--- src/sdram_pkg.sv ---
package sdram_pkg;

	// controller states, init sequence first, then normal operation
	typedef enum logic [3:0] {
		start          = 4'd0,  // power-up wait is armed here
		precharge_init = 4'd1,  // precharge all banks once
		refresh_1      = 4'd2,  // first init auto-refresh
		refresh_2      = 4'd3,  // second init auto-refresh
		load_mode_reg  = 4'd4,  // program burst and cas latency
		idle           = 4'd5,  // waits for a request or a refresh
		activate       = 4'd6,  // opens the latched row
		read_cmd       = 4'd7,  // full-page read from column 0
		read_data      = 4'd8,  // captures the read burst
		write_cmd      = 4'd9,  // full-page write, first word
		write_burst    = 4'd10, // remaining write words
		refresh        = 4'd11, // auto-refresh after precharge-all
		delay          = 4'd12  // counts down, then goes to the saved state
	} sdram_state_e;

	// command word {cs_n, ras_n, cas_n, we_n}
	typedef enum logic [3:0] {
		cmd_nop       = 4'b1111,
		cmd_precharge = 4'b0010, // a10 high selects all banks
		cmd_activate  = 4'b0011,
		cmd_read      = 4'b0101,
		cmd_write     = 4'b0100,
		cmd_setmode   = 4'b0000, // mode word on the address bus
		cmd_refresh   = 4'b0001
	} sdram_cmd_e;

	// minimum spacings in clocks at about 165 MHz
	localparam logic [3:0] t_rp  = 4'd3;  // precharge period
	localparam logic [3:0] t_rc  = 4'd10; // refresh to refresh, activate to activate
	localparam logic [3:0] t_mrd = 4'd2;  // mode register set
	localparam logic [3:0] t_rcd = 4'd3;  // activate to read or write
	localparam logic [3:0] t_wr  = 4'd2;  // write recovery
	localparam logic [3:0] t_cl  = 4'd3;  // cas latency

	localparam logic [15:0] init_wait = 16'd33000;       // about 200 us after power-up
	localparam logic [10:0] refresh_interval = 11'd1125; // a bit under 7.8 us

	localparam logic [9:0] burst_len = 10'd512; // one full page

	// {reserved, write burst, reserved, cl 3, sequential, full page}
	localparam logic [12:0] mode_word = 13'b000_0_00_011_0_111;

	// address bus value for precharge of every bank
	localparam logic [12:0] precharge_all_addr = 13'h0400;

	localparam int addr_w = 15; // row 14:2, bank 1:0
	localparam int data_w = 16;

endpackage

--- src/sdram_refresh_timer.sv ---
`timescale 1ns/1ps

module sdram_refresh_timer
	import sdram_pkg::*;
(
	input  logic clk,
	input  logic rst_n,
	input  logic refresh_ack,  // fsm has started a refresh
	output logic refresh_req   // sticky until acknowledged
);

	logic [10:0] cnt_q; // free-running interval count
	logic        wrap;

	assign wrap = (cnt_q == refresh_interval - 11'd1); // last clock of the interval

	always_ff @(posedge clk or negedge rst_n) begin
		if (!rst_n) begin
			cnt_q       <= '0;
			refresh_req <= 1'b0;
		end else begin
			cnt_q <= wrap ? 11'd0 : cnt_q + 11'd1; // never stops, even in a burst
			if (refresh_ack)
				refresh_req <= 1'b0; // refresh being issued covers this interval
			else if (wrap)
				refresh_req <= 1'b1;
		end
	end

endmodule

--- config.mk ---
export PLATFORM = sky130hd
export DESIGN_NAME = sdram_refresh_timer
export DESIGN_NICKNAME = d
export VERILOG_FILES = /design/src/sdram_pkg.sv /design/src/sdram_refresh_timer.sv
export SDC_FILE = /design/constraint.sdc
export NUM_CORES = 1
export LEC_CHECK = 0
export BUFFER_PORTS_ARGS = -buffer_cell sky130_fd_sc_hd__buf_4
export CAP_MARGIN = 10
export CORE_MARGIN = 4
export CORE_UTILIZATION = 30
export CTS_BUF_LIST = sky130_fd_sc_hd__clkbuf_2 sky130_fd_sc_hd__clkbuf_4 sky130_fd_sc_hd__clkbuf_8
export DETAILED_ROUTE_END_ITERATION = 12
export PLACE_DENSITY_LB_ADDON = 0.15
export RECOVER_POWER = 25
export SYNTH_ARGS = -nofsm -noshare
export SYNTH_HDL_FRONTEND = slang
export SYNTH_SLANG_ARGS = --single-unit
export TNS_END_PERCENT = 100
--- constraint.sdc ---
create_clock -name clk -period 1.6 [get_ports clk]
set_clock_uncertainty 0.05 [all_clocks]
set_input_delay 0.08 -clock clk [delete_from_list [all_inputs] [get_ports clk]]
set_output_delay 0.08 -clock clk [all_outputs]
set_load 0.02 [all_outputs]
* Word level (Yosys, flattened, before mapping)
Cells that the tools add are included.
Storage, ports and cells: register bits 12, bits of input ports 3, output and inout bits 1, word-level logic and storage cells 8
Cells by class: $add $sub $neg 1, equality and inequality tests 1, muxes and demuxes 3, reduce and logical (&&, ||, !) cells 1
Operators by type and width (number):
- 11-bit by 1-bit adder with 11-bit output (second input constant) | 1
- 11-bit == test (second input constant) | 1
- 11-bit two-way mux | 1
- 1-bit two-way mux | 2
- 2-bit nonzero test | 1

* Logic depth before layout (Yosys ltp)
depth after elaboration 3, depth in mapped cells 5, depth with buffers taken out 5

* Worst setup path before layout
OpenSTA, ideal clock, no wires.
path kind register -> register, from reg cnt_q[8], to reg refresh_req, setup time 66 ps, data arrival time 1356 ps, data required time 1484 ps, slack 128 ps, stages on the path, launching flop included 4, path buffers 0, clock period less this slack 1472 ps, path through dfrtp_1 -> or4b_4 -> nor4_4 -> o21ba_1
On the way: cells in the longest elaborated chain, start to end 2
RTL lines:
- from (decl) | line sdram_refresh_timer.sv:12 | logic [10:0] cnt_q;
- from (signal assigned) | line sdram_refresh_timer.sv:22 | cnt_q <= wrap ? 11'd0 : cnt_q + 11'd1;
- 11-bit == test | line sdram_refresh_timer.sv:15 | assign wrap = (cnt_q == refresh_interval - 11'd1);
- 2-bit nonzero test (no line)
- to (signal assigned) | line sdram_refresh_timer.sv:20 | refresh_req <= 1'b0;
- to (signal assigned) | line sdram_refresh_timer.sv:24 | refresh_req <= 1'b0;
- to (signal assigned) | line sdram_refresh_timer.sv:26 | refresh_req <= 1'b1;
- to (decl) | line sdram_refresh_timer.sv:9 | output logic refresh_req
No other way between the ends. A chain may end at the register's enable or synchronous reset.

* Worst setup path in the final report
from reg cnt_q[8], to reg cnt_q[10]
On the way: cells in the longest elaborated chain, start to end 2, elaborated cells on any way between the ends 3, those cells by class 1 x add/sub; 1 x eq/ne; 1 x mux
RTL lines (line):
- 11-bit by 1-bit adder with 11-bit output or 11-bit == test (tied branches) | sdram_refresh_timer.sv:22, sdram_refresh_timer.sv:15
- 11-bit two-way mux (*) | sdram_refresh_timer.sv:22
Every way passes the cells marked *; elsewhere a longest branch is shown, timed or not.

==> impl.org <==
** Pwr
- In this run the static leakage power is just over 0.3 nW.
- In this run the power density over the cells is 796 mW/mm2.
- Worst IR drop on VDD :: 622 uV

** Detailed routing
- Dividing the detail-routed wire length by the instance count gives ~11 um.
- For this block, wires on met1 add up to 518 um.
- Met3 wire length :: approximately 46 um
- Pre-Repair DR Iteration Count :: 3
- The final layout contains routed wiring with a total length of 1.01 mm.
- Vias per cell :: 4.47
- The routed layout has 393 vias.
- In this run, the number of DRC markers left after iteration 0 of detailed routing was 4.
- Summed over all nets, wire length on met2 after detailed routing comes to 425 um.
- The highest metal layer carrying signal wires in the routed design is met4.
- DR DRC count :: 0
- Antenna-violating nets left :: 0

** Synth
- During synthesis, Yosys emitted a total of 0 warnings.
- Number of distinct library cells after synthesis :: 19
- The mapped netlist covers around 560 um2.
- Synthesis produced a netlist with a net count of 56.
- Cells after synthesis :: just over 50
- After synthesis, the mean cell area works out to 11.0 um2.
- After synthesis the netlist holds a flip-flop and latch count of 12.
- Sequential area share after synthesis :: 53.5%

** Timing
- The final hold violation count was 0.
- Subtracting the final worst setup slack from the clock period gives 1.50 ns.
- Worst-margin pin slew :: 0.647 ns
- For the final routed database, the setup TNS stands at 0 ns.
- Setup violations remaining at the end of the flow were counted as 0.
- After layout, the worst path uses 93.9% of the clock period.
- Measured against its own limit, the worst slew margin works out to 56.9%.
- Maximum clock rate :: 0.665 GHz
- The count of pins over their slew limit is 0.
- Setup repair after global routing left no endpoint under its margin.

** Clock tree
- CTS root buffer :: sky130_fd_sc_hd__clkbuf_4
- In this run the number of H-tree levels came out at 1.
- The tree built by TritonCTS fans out to 12 sinks.
- Maximum number of buffers from clock root to sink :: 2
- TritonCTS clock tree :: yes
- In this run, CTS created clock tree buffers numbering 3.
- Latest clock arrival within the worst-skew pair :: 0.27 ns
- Clock-pin slew was measured on the worst setup and hold paths at 0.07 ns.

** Layout
- In the final layout, flip-flops and latches occupy 300 um2.
- Nets@finish :: 69
- Antenna Cells :: 0
- After the flow finishes, the layout carries non-filler instances totaling ~90.
- Signed area change from the synthesized netlist to the final layout :: 22.9%
- Cells with a size suffix above 1 make up 17.5% of the layout.
- Fillers :: approximately 180
- Summing all multi-input logic gate instances after layout gives between 200 and 300 um2.

** Placed design
- Routability cong. :: 0.755
- Port buffering added 3 buffers.
- In this run, placement finished with an instance count of 82.
- The wire-length estimate of the detail-placed layout is 750 um.

** Worst setup path
- Worst Setup Path Type :: reg2reg
- Critical Path Start Type :: flop
- Chain of cells forming the critical path :: or4b_4 -> nor4_4 -> buf_4 -> a21oi_1
- For this design, the slowest cell found on the critical path is sky130_fd_sc_hd__or4b_4.
- STA puts the critical path data arrival time at around 1.6 ns.
- STA classifies the critical path endpoint as a flop.
- For this run, the slowest stage of the critical path takes approximately 0.55 ns.
- Critical Path Stages :: 4
- The number of cells on the worst reg-to-reg path is 4.
- The cell family contributing the most delay on the critical path is simple AND/OR/NAND/NOR gates.
- Counting both buffers and inverters, the worst setup path holds a total of 1.
- STA puts the critical path data required time at 1.70 ns.
- Maximum fanout along the worst path :: 8

** Global route
- Antenna violations before repair :: 0
- Global-route wire length before repair :: 1.84 mm
- Summed over all layers, the global routing overflow is 0.
- Via count of the first global-routing pass :: 408
- In the global route stage, overall resource usage came out at 9.90%.
- Maximum number of pins on one net before global-route repair :: 13

** Hold path
- Worst min-delay path category :: in2async

** Die
- Core footprint :: 0.00175 mm2
- Pin placement for this block handled 4 I/O pins.
- Effective utilization at floorplan :: 32.2%
- Placement Rows :: 15
- The die covers 0.00263 mm2.
- Floorplan die width :: 51.3 um
- The die is 51.3 um tall.

** Outcome
- The flow ran to the end, and the final reports show no timing, DRC or antenna violations.

** Job
- Max Cap Viol :: 0
## flip-flops by register name, summed over array words and instances (netlist names)
register,flops
cnt_q,11
refresh_req,1
## worst reg2reg max path, stage by stage (launching register included)
cell and delay [ns]:
sky130_fd_sc_hd__dfrtp_1 0.40, sky130_fd_sc_hd__or4b_4 0.55, sky130_fd_sc_hd__nor4_4 0.13, sky130_fd_sc_hd__buf_4 0.19, sky130_fd_sc_hd__a21oi_1 0.05
## final cells by class
| type | instances | share of cell area, % |
|---|---|---|
| clock buffer | 4 | 5.25 |
| inverter | 2 | 1.09 |
| multi-input combinational | 37 | 36.8 |
| sequential | 12 | 43.5 |
| tap | 25 | 4.53 |
| timing repair buffer | 8 | 8.88 |
## cell families after synthesis
group                      count (synthesis)  share of synthesized area (%)
and+or+nand+nor                           22                           23.8
DFF                                       12                           53.5
AOI/OAI and AO/OA                          7                           7.57
xor gates and xnor gates                   6                           9.35
buffers and inverters                      2                           1.34
adders and majority gates                  2                           4.45
## power breakdown
group / switching [W] / total, W / internal, W
sequential: 0 / 0.000303 / 0.000303
clock: 0.0000964 / 0.000235 / 0.000138
combinational: 0.00000647 / 0.0000120 / 0.00000557
## path summary, 6_finish.rpt
| check | startpoint | endpoint | slack, ns |
|---|---|---|---|
| worst max-delay path | cnt_q[8]$_DFF_PN0_ | cnt_q[10]$_DFF_PN0_ | 0.1 |
| worst min-delay path | rst_n | cnt_q[1]$_DFF_PN0_ | 0.29 |
| worst max register to register | cnt_q[8]$_DFF_PN0_ | cnt_q[10]$_DFF_PN0_ | 0.1 |
| worst min register to register | cnt_q[8]$_DFF_PN0_ | cnt_q[8]$_DFF_PN0_ | 0.45 |
| max in group asynchronous | rst_n | cnt_q[7]$_DFF_PN0_ | 0.80 |
| min in group clk | cnt_q[8]$_DFF_PN0_ | cnt_q[8]$_DFF_PN0_ | 0.45 |
## repair_timing
item / 4_1_cts / 5_1_grt
resized for setup: 0 / 0
buffers inserted: 0 / 0
hold buffers: 2 / 0
hold endpoints to repair: 13 / 0
## placed cells by master (no fill, tap or decap), types with 2 or more instances in the layout
master,instances
sky130_fd_sc_hd__a21oi_1,3
sky130_fd_sc_hd__buf_4,5
sky130_fd_sc_hd__clkbuf_4,3
sky130_fd_sc_hd__dfrtp_1,12
sky130_fd_sc_hd__dlygate4sd3_1,2
sky130_fd_sc_hd__ha_1,2
sky130_fd_sc_hd__inv_1,2
sky130_fd_sc_hd__nand2_1,5
sky130_fd_sc_hd__nand3_1,3
sky130_fd_sc_hd__nand4_1,2
sky130_fd_sc_hd__nor2_1,3
sky130_fd_sc_hd__nor3_1,3
sky130_fd_sc_hd__o21ai_0,2
sky130_fd_sc_hd__or3_1,2
sky130_fd_sc_hd__xnor2_1,2
sky130_fd_sc_hd__xor2_1,4
## synth_stat cells
library cell | n | area, um2
sky130_fd_sc_hd__nand4_1 | 2 | 12.5
sky130_fd_sc_hd__xnor2_1 | 2 | 17.5
sky130_fd_sc_hd__ha_1 | 2 | 25.0
sky130_fd_sc_hd__inv_1 | 2 | 7.51
sky130_fd_sc_hd__xor2_1 | 4 | 35.0
sky130_fd_sc_hd__nor4_4 | 1 | 21.3
sky130_fd_sc_hd__nand3_1 | 3 | 15.0
sky130_fd_sc_hd__dfrtp_1 | 12 | 300
sky130_fd_sc_hd__or3_1 | 2 | 12.5
sky130_fd_sc_hd__nor2b_1 | 1 | 6.26
sky130_fd_sc_hd__nand2_1 | 5 | 18.8
sky130_fd_sc_hd__o21ai_0 | 2 | 10.0
sky130_fd_sc_hd__or4_1 | 1 | 7.51
sky130_fd_sc_hd__nor2_1 | 3 | 11.3
sky130_fd_sc_hd__or4b_4 | 1 | 13.8
sky130_fd_sc_hd__a21oi_1 | 3 | 15.0
sky130_fd_sc_hd__o31ai_1 | 1 | 7.51
sky130_fd_sc_hd__o21ba_1 | 1 | 10.0
sky130_fd_sc_hd__nor3_1 | 3 | 15.0
## stage by stage
step	cell area, um2	power [W]	util, %	hold slack [ns]	worst slack [ns]
after floorplan	562	0.000310	-	-0.266	0.128
after global placement	638	0.000319	36.6	-0.118	0.118
after detailed placement	638	0.000319	36.6	-0.119	0.107
after CTS	694	0.000562	39.8	0.128	0.0910
after global routing	691	0.000587	39.6	0.347	0.00373
final	691	0.000550	39.6	0.290	0.0969
## routing by layer
layer,GRT usage (%),up-vias
li1,-,203
met1,12.9,182
met2,13.5,6
met3,5.25,2
met4,3.93,0
met5,0,-
Power figures use the tool's default switching activity.
