### src/sdram_pkg.sv
package sdram_pkg;

	// controller states, init sequence first, then normal operation
	typedef enum logic [3:0] {
		start          = 4'd0,  // power-up wait is armed here
		precharge_init = 4'd1,  // precharge all banks once
		refresh_1      = 4'd2,  // first init auto-refresh
		refresh_2      = 4'd3,  // second init auto-refresh
		load_mode_reg  = 4'd4,  // program burst and cas latency
		idle           = 4'd5,  // waits for a request or a refresh
		activate       = 4'd6,  // opens the latched row
		read_cmd       = 4'd7,  // full-page read from column 0
		read_data      = 4'd8,  // captures the read burst
		write_cmd      = 4'd9,  // full-page write, first word
		write_burst    = 4'd10, // remaining write words
		refresh        = 4'd11, // auto-refresh after precharge-all
		delay          = 4'd12  // counts down, then goes to the saved state
	} sdram_state_e;

	// command word {cs_n, ras_n, cas_n, we_n}
	typedef enum logic [3:0] {
		cmd_nop       = 4'b1111,
		cmd_precharge = 4'b0010, // a10 high selects all banks
		cmd_activate  = 4'b0011,
		cmd_read      = 4'b0101,
		cmd_write     = 4'b0100,
		cmd_setmode   = 4'b0000, // mode word on the address bus
		cmd_refresh   = 4'b0001
	} sdram_cmd_e;

	// minimum spacings in clocks at about 165 MHz
	localparam logic [3:0] t_rp  = 4'd3;  // precharge period
	localparam logic [3:0] t_rc  = 4'd10; // refresh to refresh, activate to activate
	localparam logic [3:0] t_mrd = 4'd2;  // mode register set
	localparam logic [3:0] t_rcd = 4'd3;  // activate to read or write
	localparam logic [3:0] t_wr  = 4'd2;  // write recovery
	localparam logic [3:0] t_cl  = 4'd3;  // cas latency

	localparam logic [15:0] init_wait = 16'd33000;       // about 200 us after power-up
	localparam logic [10:0] refresh_interval = 11'd1125; // a bit under 7.8 us

	localparam logic [9:0] burst_len = 10'd512; // one full page

	// {reserved, write burst, reserved, cl 3, sequential, full page}
	localparam logic [12:0] mode_word = 13'b000_0_00_011_0_111;

	// address bus value for precharge of every bank
	localparam logic [12:0] precharge_all_addr = 13'h0400;

	localparam int addr_w = 15; // row 14:2, bank 1:0
	localparam int data_w = 16;

endpackage

### src/sdram_cmd_fsm.sv
`timescale 1ns/1ps

module sdram_cmd_fsm
	import sdram_pkg::*;
(
	input  logic              clk,
	input  logic              rst_n,
	input  logic              rw,             // 1 read, 0 write
	input  logic              rw_en,          // request strobe, looked at in idle only
	input  logic [addr_w-1:0] f_addr,         // row 14:2, bank 1:0
	input  logic              refresh_req,
	output logic              refresh_ack,    // one clock with the refresh precharge
	output logic              ready,
	output logic              f2s_data_valid, // user must present the next write word
	output logic              wr_take,        // data path registers f2s_data
	output logic              rd_take,        // data path captures s_dq
	output logic              dq_drive,       // data path drives s_dq next clock
	output sdram_cmd_e        cmd,
	output logic [12:0]       s_addr,
	output logic [1:0]        s_ba
);

	sdram_state_e      state_q;
	sdram_state_e      state_d;
	sdram_state_e      nxt_q;       // where delay goes when it runs out
	sdram_state_e      nxt_d;
	sdram_cmd_e        cmd_d;
	logic [15:0]       delay_q;     // long enough for the power-up wait
	logic [15:0]       delay_d;
	logic [9:0]        burst_idx_q; // words moved so far
	logic [9:0]        burst_idx_d;
	logic [12:0]       s_addr_d;
	logic [1:0]        s_ba_d;
	logic              req_q;       // a request is latched and not yet served
	logic              req_d;
	logic              rw_q;
	logic              rw_d;
	logic [addr_w-1:0] addr_q;
	logic [addr_w-1:0] addr_d;

	// delay load for a command-to-command spacing of n clocks
	function automatic logic [15:0] span(input logic [3:0] n);
		return {12'd0, n} - 16'd1;
	endfunction

	assign f2s_data_valid = wr_take; // same strobe toward the user

	always_ff @(posedge clk or negedge rst_n) begin
		if (!rst_n) begin
			state_q     <= start;
			nxt_q       <= start;
			cmd         <= cmd_nop;
			delay_q     <= '0;
			burst_idx_q <= '0;
			s_addr      <= '0;
			s_ba        <= '0;
			req_q       <= 1'b0;
		end else begin
			state_q     <= state_d;
			nxt_q       <= nxt_d;
			cmd         <= cmd_d;   // pins change only on the clock
			delay_q     <= delay_d;
			burst_idx_q <= burst_idx_d;
			s_addr      <= s_addr_d;
			s_ba        <= s_ba_d;
			req_q       <= req_d;
		end
	end

	always_ff @(posedge clk) begin
		rw_q   <= rw_d;   // request direction
		addr_q <= addr_d; // request row and bank
	end

	always_comb begin
		state_d     = state_q;
		nxt_d       = nxt_q;
		cmd_d       = cmd_nop; // nop unless a state issues something
		delay_d     = delay_q;
		burst_idx_d = burst_idx_q;
		s_addr_d    = s_addr;
		s_ba_d      = s_ba;
		req_d       = req_q;
		rw_d        = rw_q;
		addr_d      = addr_q;
		ready       = 1'b0;
		refresh_ack = 1'b0;
		wr_take     = 1'b0;
		rd_take     = 1'b0;
		dq_drive    = 1'b0;
		case (state_q)
			start: begin
				state_d  = delay;
				nxt_d    = precharge_init;
				delay_d  = init_wait; // 200 us power-up wait
				s_addr_d = '0;
				s_ba_d   = '0;
			end
			precharge_init: begin
				state_d  = delay;
				nxt_d    = refresh_1;
				delay_d  = span(t_rp);
				cmd_d    = cmd_precharge;
				s_addr_d = precharge_all_addr;
			end
			refresh_1: begin
				state_d = delay;
				nxt_d   = refresh_2;
				delay_d = span(t_rc);
				cmd_d   = cmd_refresh;
			end
			refresh_2: begin
				state_d = delay;
				nxt_d   = load_mode_reg;
				delay_d = span(t_rc);
				cmd_d   = cmd_refresh;
			end
			load_mode_reg: begin
				state_d  = delay;
				nxt_d    = idle;
				delay_d  = span(t_mrd);
				cmd_d    = cmd_setmode;
				s_addr_d = mode_word;
				s_ba_d   = 2'b00; // reserved bits of the mode set
			end
			idle: begin
				ready = !req_q;
				if (req_q) begin
					state_d = activate; // refresh already done for this request
				end else if (refresh_req || rw_en) begin
					// every access is preceded by a refresh
					state_d     = delay;
					nxt_d       = refresh;
					delay_d     = span(t_rp);
					cmd_d       = cmd_precharge;
					s_addr_d    = precharge_all_addr;
					refresh_ack = 1'b1;
					if (rw_en) begin
						req_d  = 1'b1;
						rw_d   = rw;
						addr_d = f_addr;
					end
				end
			end
			refresh: begin
				state_d = delay;
				nxt_d   = idle;
				delay_d = span(t_rc);
				cmd_d   = cmd_refresh;
			end
			activate: begin
				state_d            = delay;
				nxt_d              = rw_q ? read_cmd : write_cmd;
				delay_d            = span(t_rcd);
				cmd_d              = cmd_activate;
				{s_addr_d, s_ba_d} = addr_q; // row then bank
				burst_idx_d        = '0;
				req_d              = 1'b0;
			end
			read_cmd: begin
				state_d  = delay;
				nxt_d    = read_data;
				delay_d  = {12'd0, t_cl}; // first word sits on s_dq t_cl clocks after the command
				cmd_d    = cmd_read;
				s_addr_d = '0; // column 0, a10 low so no auto precharge
				s_ba_d   = addr_q[1:0];
			end
			read_data: begin
				if (burst_idx_q == burst_len) begin
					state_d  = delay;
					nxt_d    = idle;
					delay_d  = span(t_rp);
					cmd_d    = cmd_precharge; // also stops the full-page burst
					s_addr_d = precharge_all_addr;
				end else begin
					rd_take     = 1'b1;
					burst_idx_d = burst_idx_q + 10'd1;
				end
			end
			write_cmd: begin
				state_d     = write_burst;
				cmd_d       = cmd_write;
				s_addr_d    = '0; // column 0, no auto precharge
				s_ba_d      = addr_q[1:0];
				wr_take     = 1'b1; // word 0 goes out with the command
				dq_drive    = 1'b1;
				burst_idx_d = burst_idx_q + 10'd1;
			end
			write_burst: begin
				if (burst_idx_q == burst_len) begin
					state_d  = delay;
					nxt_d    = idle;
					delay_d  = span(t_rp + t_wr); // precharge plus write recovery
					cmd_d    = cmd_precharge;
					s_addr_d = precharge_all_addr;
				end else begin
					wr_take     = 1'b1;
					dq_drive    = 1'b1;
					burst_idx_d = burst_idx_q + 10'd1;
				end
			end
			delay: begin
				delay_d = delay_q - 16'd1;
				if (delay_q == 16'd1)
					state_d = nxt_q;
			end
			default: state_d = start; // unused codes restart init
		endcase
	end

endmodule

### config.mk
export PLATFORM = sky130hd
export DESIGN_NAME = sdram_cmd_fsm
export DESIGN_NICKNAME = d
export VERILOG_FILES = /design/src/sdram_pkg.sv /design/src/sdram_cmd_fsm.sv
export SDC_FILE = /design/constraint.sdc
export NUM_CORES = 1
export LEC_CHECK = 0
export BUFFER_PORTS_ARGS = -buffer_cell sky130_fd_sc_hd__clkbuf_2
export CORE_MARGIN = 2
export CORE_UTILIZATION = 40
export DETAILED_ROUTE_END_ITERATION = 7
export HOLD_SLACK_MARGIN = 0.12
export MAX_ROUTING_LAYER = met4
export SYNTH_ARGS = -nofsm -noshare
export SYNTH_HDL_FRONTEND = slang
export SYNTH_SLANG_ARGS = --single-unit
### constraint.sdc
create_clock -name clk -period 2.3 [get_ports clk]
set_input_delay 0.345 -clock clk [delete_from_list [all_inputs] [get_ports clk]]
set_output_delay 0.345 -clock clk [all_outputs]
set_load 0.01 [all_outputs]
# Word-level counts from Yosys, hierarchy flattened
# Cells that the tools add are included.
dict set report op_classes {
  mux 37
  bitwise 1
  addsub 2
  eq_ne 22
  reduce_logical 23
}
# operator count
set op_table {}
lappend op_table {{one-hot mux 16 bit (9 select lines)} 1}
lappend op_table {{one-hot mux 13 bit (6 select lines)} 1}
lappend op_table {{two-way mux 16 bit} 4}
lappend op_table {{two-way mux 4 bit} 11}
lappend op_table {{two-way mux 13 bit} 3}
lappend op_table {{one-hot mux 4 bit (9 select lines)} 1}
lappend op_table {{one-hot mux 4 bit (8 select lines)} 1}
lappend op_table {{one-hot mux 10 bit (3 select lines)} 1}
lappend op_table {{equality test 4 bit (second input constant)} 5}
lappend op_table {{one-hot mux 4 bit (5 select lines)} 1}
lappend op_table {{nonzero test 9 bit} 2}
lappend op_table {{equality test 16 x 1 -> 1 bit (second input constant)} 1}
lappend op_table {{equality test 4 x 3 -> 1 bit (second input constant)} 4}
lappend op_table {{subtractor 16 x 1 -> 16 bit (second input constant)} 1}
lappend op_table {{!= test 2 bit (second input constant)} 6}
lappend op_table {{AND reduction 4 bit} 3}
lappend op_table {{adder 10 x 1 -> 10 bit (second input constant)} 1}
lappend op_table {{equality test 10 bit (second input constant)} 1}
lappend op_table {{two-way mux 10 bit} 1}
lappend op_table {{two-way mux 1 bit} 9}
lappend op_table {{OR reduction 3 bit} 3}
lappend op_table {{equality test 4 x 2 -> 1 bit (second input constant)} 2}
lappend op_table {{OR reduction 2 bit} 4}
lappend op_table {{OR reduction 8 bit} 1}
lappend op_table {{15 further kinds} 17}
dict set report totals {
  out_inout_bits 25
  ff_bits 70
  in_bits 20
}

# Logic depth before layout (Yosys ltp)
dict set report depth {
  depth_word 4
  ltp_mapped 9
}

# Least setup slack after synthesis
# Ideal clock, no wire load.
dict set report synth_timing {
  path_kind {flip-flop to flip-flop}
  startpoint {register delay_q[0]}
  endpoint {register delay_q[12]}
  path_buffers 0
  required_ns 2.220
  t_arrival_ns 2.289
  setup_ns 0.080
  stages_incl_launch_ff 8
  slack_ns -0.068
  cell_sequence {dfrtp_1 inv_1 ha_1 or4b_4 or3_4 or3_4 or4_1 a21oi_1}
}
dict set report synth_via {
  elab_chain_cells 2
}
# element line
set synth_lines {}
lappend synth_lines {{start, declared} sdram_cmd_fsm.sv:28} ;# logic [15:0] delay_q;
lappend synth_lines {{start signal, assigned} sdram_cmd_fsm.sv:62} ;# delay_q <= delay_d;
lappend synth_lines {{subtractor 16 x 1 -> 16 bit} sdram_cmd_fsm.sv:203} ;# delay_d = delay_q - 16'd1;
lappend synth_lines {{one-hot mux 16 bit (9 select lines)} sdram_cmd_fsm.sv:91} ;# case (state_q)
# Every way passes these cells.
# A chain may end at the register's enable or synchronous reset.

# Worst setup path in the final report
dict set report layout_timing {
  startpoint {register delay_q[1]}
  endpoint {register delay_q[12]}
}
# Same word-level chain as after synthesis.

==> summary.md <==
| Metric | Value |
|---|---|
| Clock root buffer | `clkbuf_8` |
| HPWL Detailed | `between 5 and 6 mm` |
| Worst min-delay path class | `in -> reg` |
| Clock transition at the registers of the reported paths | `approximately 0.08 ns` |
| Worst slew margin | `58.1%` |
| Crit path cell chain | `inv_2 -> ha_4 -> or4b_4 -> or3_4 -> or3_4 -> or4_4 -> a21oi_2` |
| Mux contribution to synthesized area | `2.43%` |
| Final period util | `102%` |
| Residual DRC | `0` |
| Seq cells post-synth | `70` |
| Most frequent cell after synthesis | `dfrtp_1` |
| Synth Area in XOR/XNOR | `under 10%` |
| Placed inst area | `4090 um2` |
| Clk_skew | `0.00934 ns` |
| Via count | `2898` |
| Post-Route WL | `between 8 and 9 mm` |
| Cell count after synthesis | `344` |
| P_leak | `1.89 nW` |
| Slowest CP cell | `or4b_4` |
| Max Slew Vio Count | `0` |
| Synth cell types | `58` |
| Worst-Margin Slew | `0.629 ns` |
| Failing checks | `setup timing` |
| Ys Warns | `0` |
| Status | `finished with violations` |
| Core ar. | `8590 um2` |
| First-pass GRT wire length | `14.4 mm` |
| Post-synth EDFFs | `16` |
| Synth Flop Type | `dfrtp_1` |
| Fillers | `792` |
| Register area | `1840 um2` |
| Drt pass-1 iters | `5` |
| Non-filler cells, final | `approximately 530` |
| Worst EP arrival | `2.64 ns` |
| Die Y | `between 90 and 100 um` |
| Delay of the slowest critical-path stage | `about 0.45 ns` |
| Synth async-reset ratio | `77.1%` |
| Synthesized area per cell | `10.2 um2` |
| Worst-skew pair later-pin latency | `0.35 ns` |
| Setup crit end kind | `flip-flop` |
| Power density cells | `561 nW/um2` |
| Vias/cell | `5.45` |
| Num Clock Sinks | `70` |
| Adder-cell share of the synthesized area | `~1.4%` |
| Max VDD drop | `327 uV` |
| IO Pins | `45` |
| Req. time, crit path | `2.58 ns` |
| Initial antenna violation count | `0` |
| Endpoints failing setup | `1` |
| Final nets | `443` |
| Initial core utilization | `40.8%` |
| Multi-input gate area | `1610 um2` |
| Largest family of logic cells by synthesized area | `compound AO/OA/AOI/OAI gates` |
| Total number of H-tree levels | `3` |
| Top cells by area, synth | `dfrtp_1 36%, edfxtp_1 14%, a21oi_1 4.0%, nor2_1 3.7%, a22o_1 3.2%` |
| Total die area | `9530 um2` |
| Setup repair after global routing missed its margin | `true` |
| Most frequent cell on the critical path | `or3_4` |
| Post-Syn Area | `3510 um2` |
| CTS tree | `done` |
| Compound-Gate Fraction of Synth Area | `20.1%` |
| Num CTS Buffers | `9` |
| CP Class | `reg -> reg` |
| Area delta synth->final | `25.3%` |
| CP top delay family | `simple AND/OR/NAND/NOR gates` |
| Largest net degree at the start of global routing | `34` |
| Final hold vios | `0` |
| Register area share after synthesis | `about 52%` |
| GRT Util Overall | `19.3%` |
| Max Freq | `424 MHz` |
| Crit path max fanout | `3` |
| Max-cap violations | `0` |
| Setup TNS | `-0.0574 ns` |
| Row cnt | `34` |
| Worst setup SP type | `flip-flop` |
| Post-route ant nets | `0` |
| Top cell type by total area after synthesis | `dfrtp_1` |
| Post-Place Cells | `between 500 and 600` |
| Synth top area share | `35.7%` |
| Design Power | `0.00246 W` |
| Die width | `between 90 and 100 um` |
| Finished Cell Area | `between 4000 and 5000 um2` |
| Avg WL per Cell | `around 16 um` |
| Diodes inserted | `0` |
| Vias in the first global route | `about 3000` |
| Share of cells above drive strength 1 | `30.9%` |
| IO buf count | `44` |
| Synthesized Nets | `368` |
| Minimum clock period | `roughly 2.4 ns` |
| Initial DRC Count | `approximately 210` |
| Final worst slack | `-0.0574 ns` |
| CTS max path bufs | `2` |
| Total grt overflow | `0` |
| Synth top cells by count | `50 x dfrtp_1, 35 x nor2_1, 28 x a21oi_1, 22 x nand2_1, 19 x o21ai_0` |
| Simple-Gate Fraction of Synth Area | `18.9%` |
| Buf/Inv on CP | `1` |
| Final Wtd Congestion | `0.872` |
[state kept, by name, indices dropped and copies added (netlist names)]
register and flops:
addr_q 15, state_q 4, s_ba 2, cmd 4, rw_q 1, s_addr 13, nxt_q 4, burst_idx_q 10
req_q 1, delay_q 16
[worst register-to-register path, stage by stage (launching register included)]
cell and delay (ns):
dfrtp_1 0.40, inv_2 0.09, ha_4 0.13, or4b_4 0.45, or3_4 0.35, or3_4 0.34
or4_4 0.42, a21oi_2 0.12
[through the flow]
stage	hold WS [ns]	setup WS, ns	util (%)
after floorplan	0.0494	-0.0525	-
final	0.166	-0.0574	51.1
after global routing	0.146	-0.109	51.1
after detailed placement	0.406	-0.0955	47.6
after global placement	0.403	-0.0361	47.6
after CTS	0.154	-0.0364	50.6
[report_power, final]
part	leakage (nW)	total, W	internal (W)	switching [W]
Sequential	0.799	0.00128	0.00127	0.00000414
Clock	0.111	0.00114	0.000624	0.000511
Combinational	0.984	0.0000500	0.0000215	0.0000285
Total	1.89	0.00246	0.00192	0.000544
[metal layers]
metal | routed length [um] | global-route usage [%] | vias up | share of wire, %
li1 | - | - | 1419 | -
met1 | 3910 | 25.8 | 1402 | 47
met2 | 3990 | 30.0 | 69 | 48
met3 | 310 | 3.74 | 8 | 3.7
met4 | 96 | 6.20 | 0 | 1.2
met5 | 0 | - | - | 0
[final timing paths]
path	start	to	slack, ns	cells after the start
max	delay_q[1]$_DFFE_PN0P_	delay_q[12]$_DFFE_PN0P_	-0.06	7
min	f_addr[6]	addr_q[6]$_DFFE_PP_	0.17	1
max reg2reg	delay_q[1]$_DFFE_PN0P_	delay_q[12]$_DFFE_PN0P_	-0.06	7
min reg2reg	addr_q[10]$_DFFE_PP_	s_addr[8]$_DFFE_PN0P_	0.47	1
max in group asynchronous	rst_n	s_ba[0]$_DFFE_PN0P_	1.17	3
min in group asynchronous	rst_n	delay_q[6]$_DFFE_PN0P_	0.54	2
[cell type report]
type,count,area share (%)
Multi-Input combinational cell,246,36.6
Tap cell,108,3.08
Clock inverter,7,2.34
Inverter,7,0.598
Clock buffer,9,2.82
Sequential cell,70,41.8
Timing Repair Buffer,85,12.7
[what timing repair did]
| item | CTS | global route |
|---|---|---|
| pin swaps | 0 | 1 |
| cloned | 0 | 0 |
| hold endpoints to repair | 18 | 0 |
| resized for setup | 3 | 12 |
| setup endpoints to repair | 3 | 18 |
| hold buffers | 1 | 0 |
| setup buffers | 1 | 0 |
[kinds of logic (layout without fill, tap and decap cells)]
logic type | after synthesis | after routing
simple gates | 125 | 125
fa+ha+maj | 4 | 4
compound gates | 103 | 103
buf+inv | 28 | 108
xor+xnor | 6 | 6
flops | 70 | 70
mux | 8 | 8
[placed cells by master (no fill, tap or decap), types with 3 or more instances in the layout]
master	netlist	final
a21o_1	3	3
a21oi_1	28	27
a221o_1	3	3
a22o_1	13	13
a31oi_1	7	7
and2_1	4	4
and3_1	4	4
buf_4	2	37
clkbuf_2	0	44
clkbuf_8	0	9
dfrtp_1	50	49
dfstp_2	4	4
edfxtp_1	16	16
ha_1	4	3
inv_1	7	5
inv_6	0	3
mux2_2	4	4
mux2i_1	4	4
nand2_1	22	22
nand2b_1	13	13
nand3_1	4	4
nand4_1	3	3
nor2_1	35	35
nor2b_1	11	10
nor3_1	7	7
o2111ai_1	3	3
o21ai_0	19	18
o22a_1	4	4
o31ai_1	5	3
or3_1	6	5
or3_4	2	3
or4_1	4	3
xor2_1	4	4
Note: power is estimated with default switching activity, not from simulation.
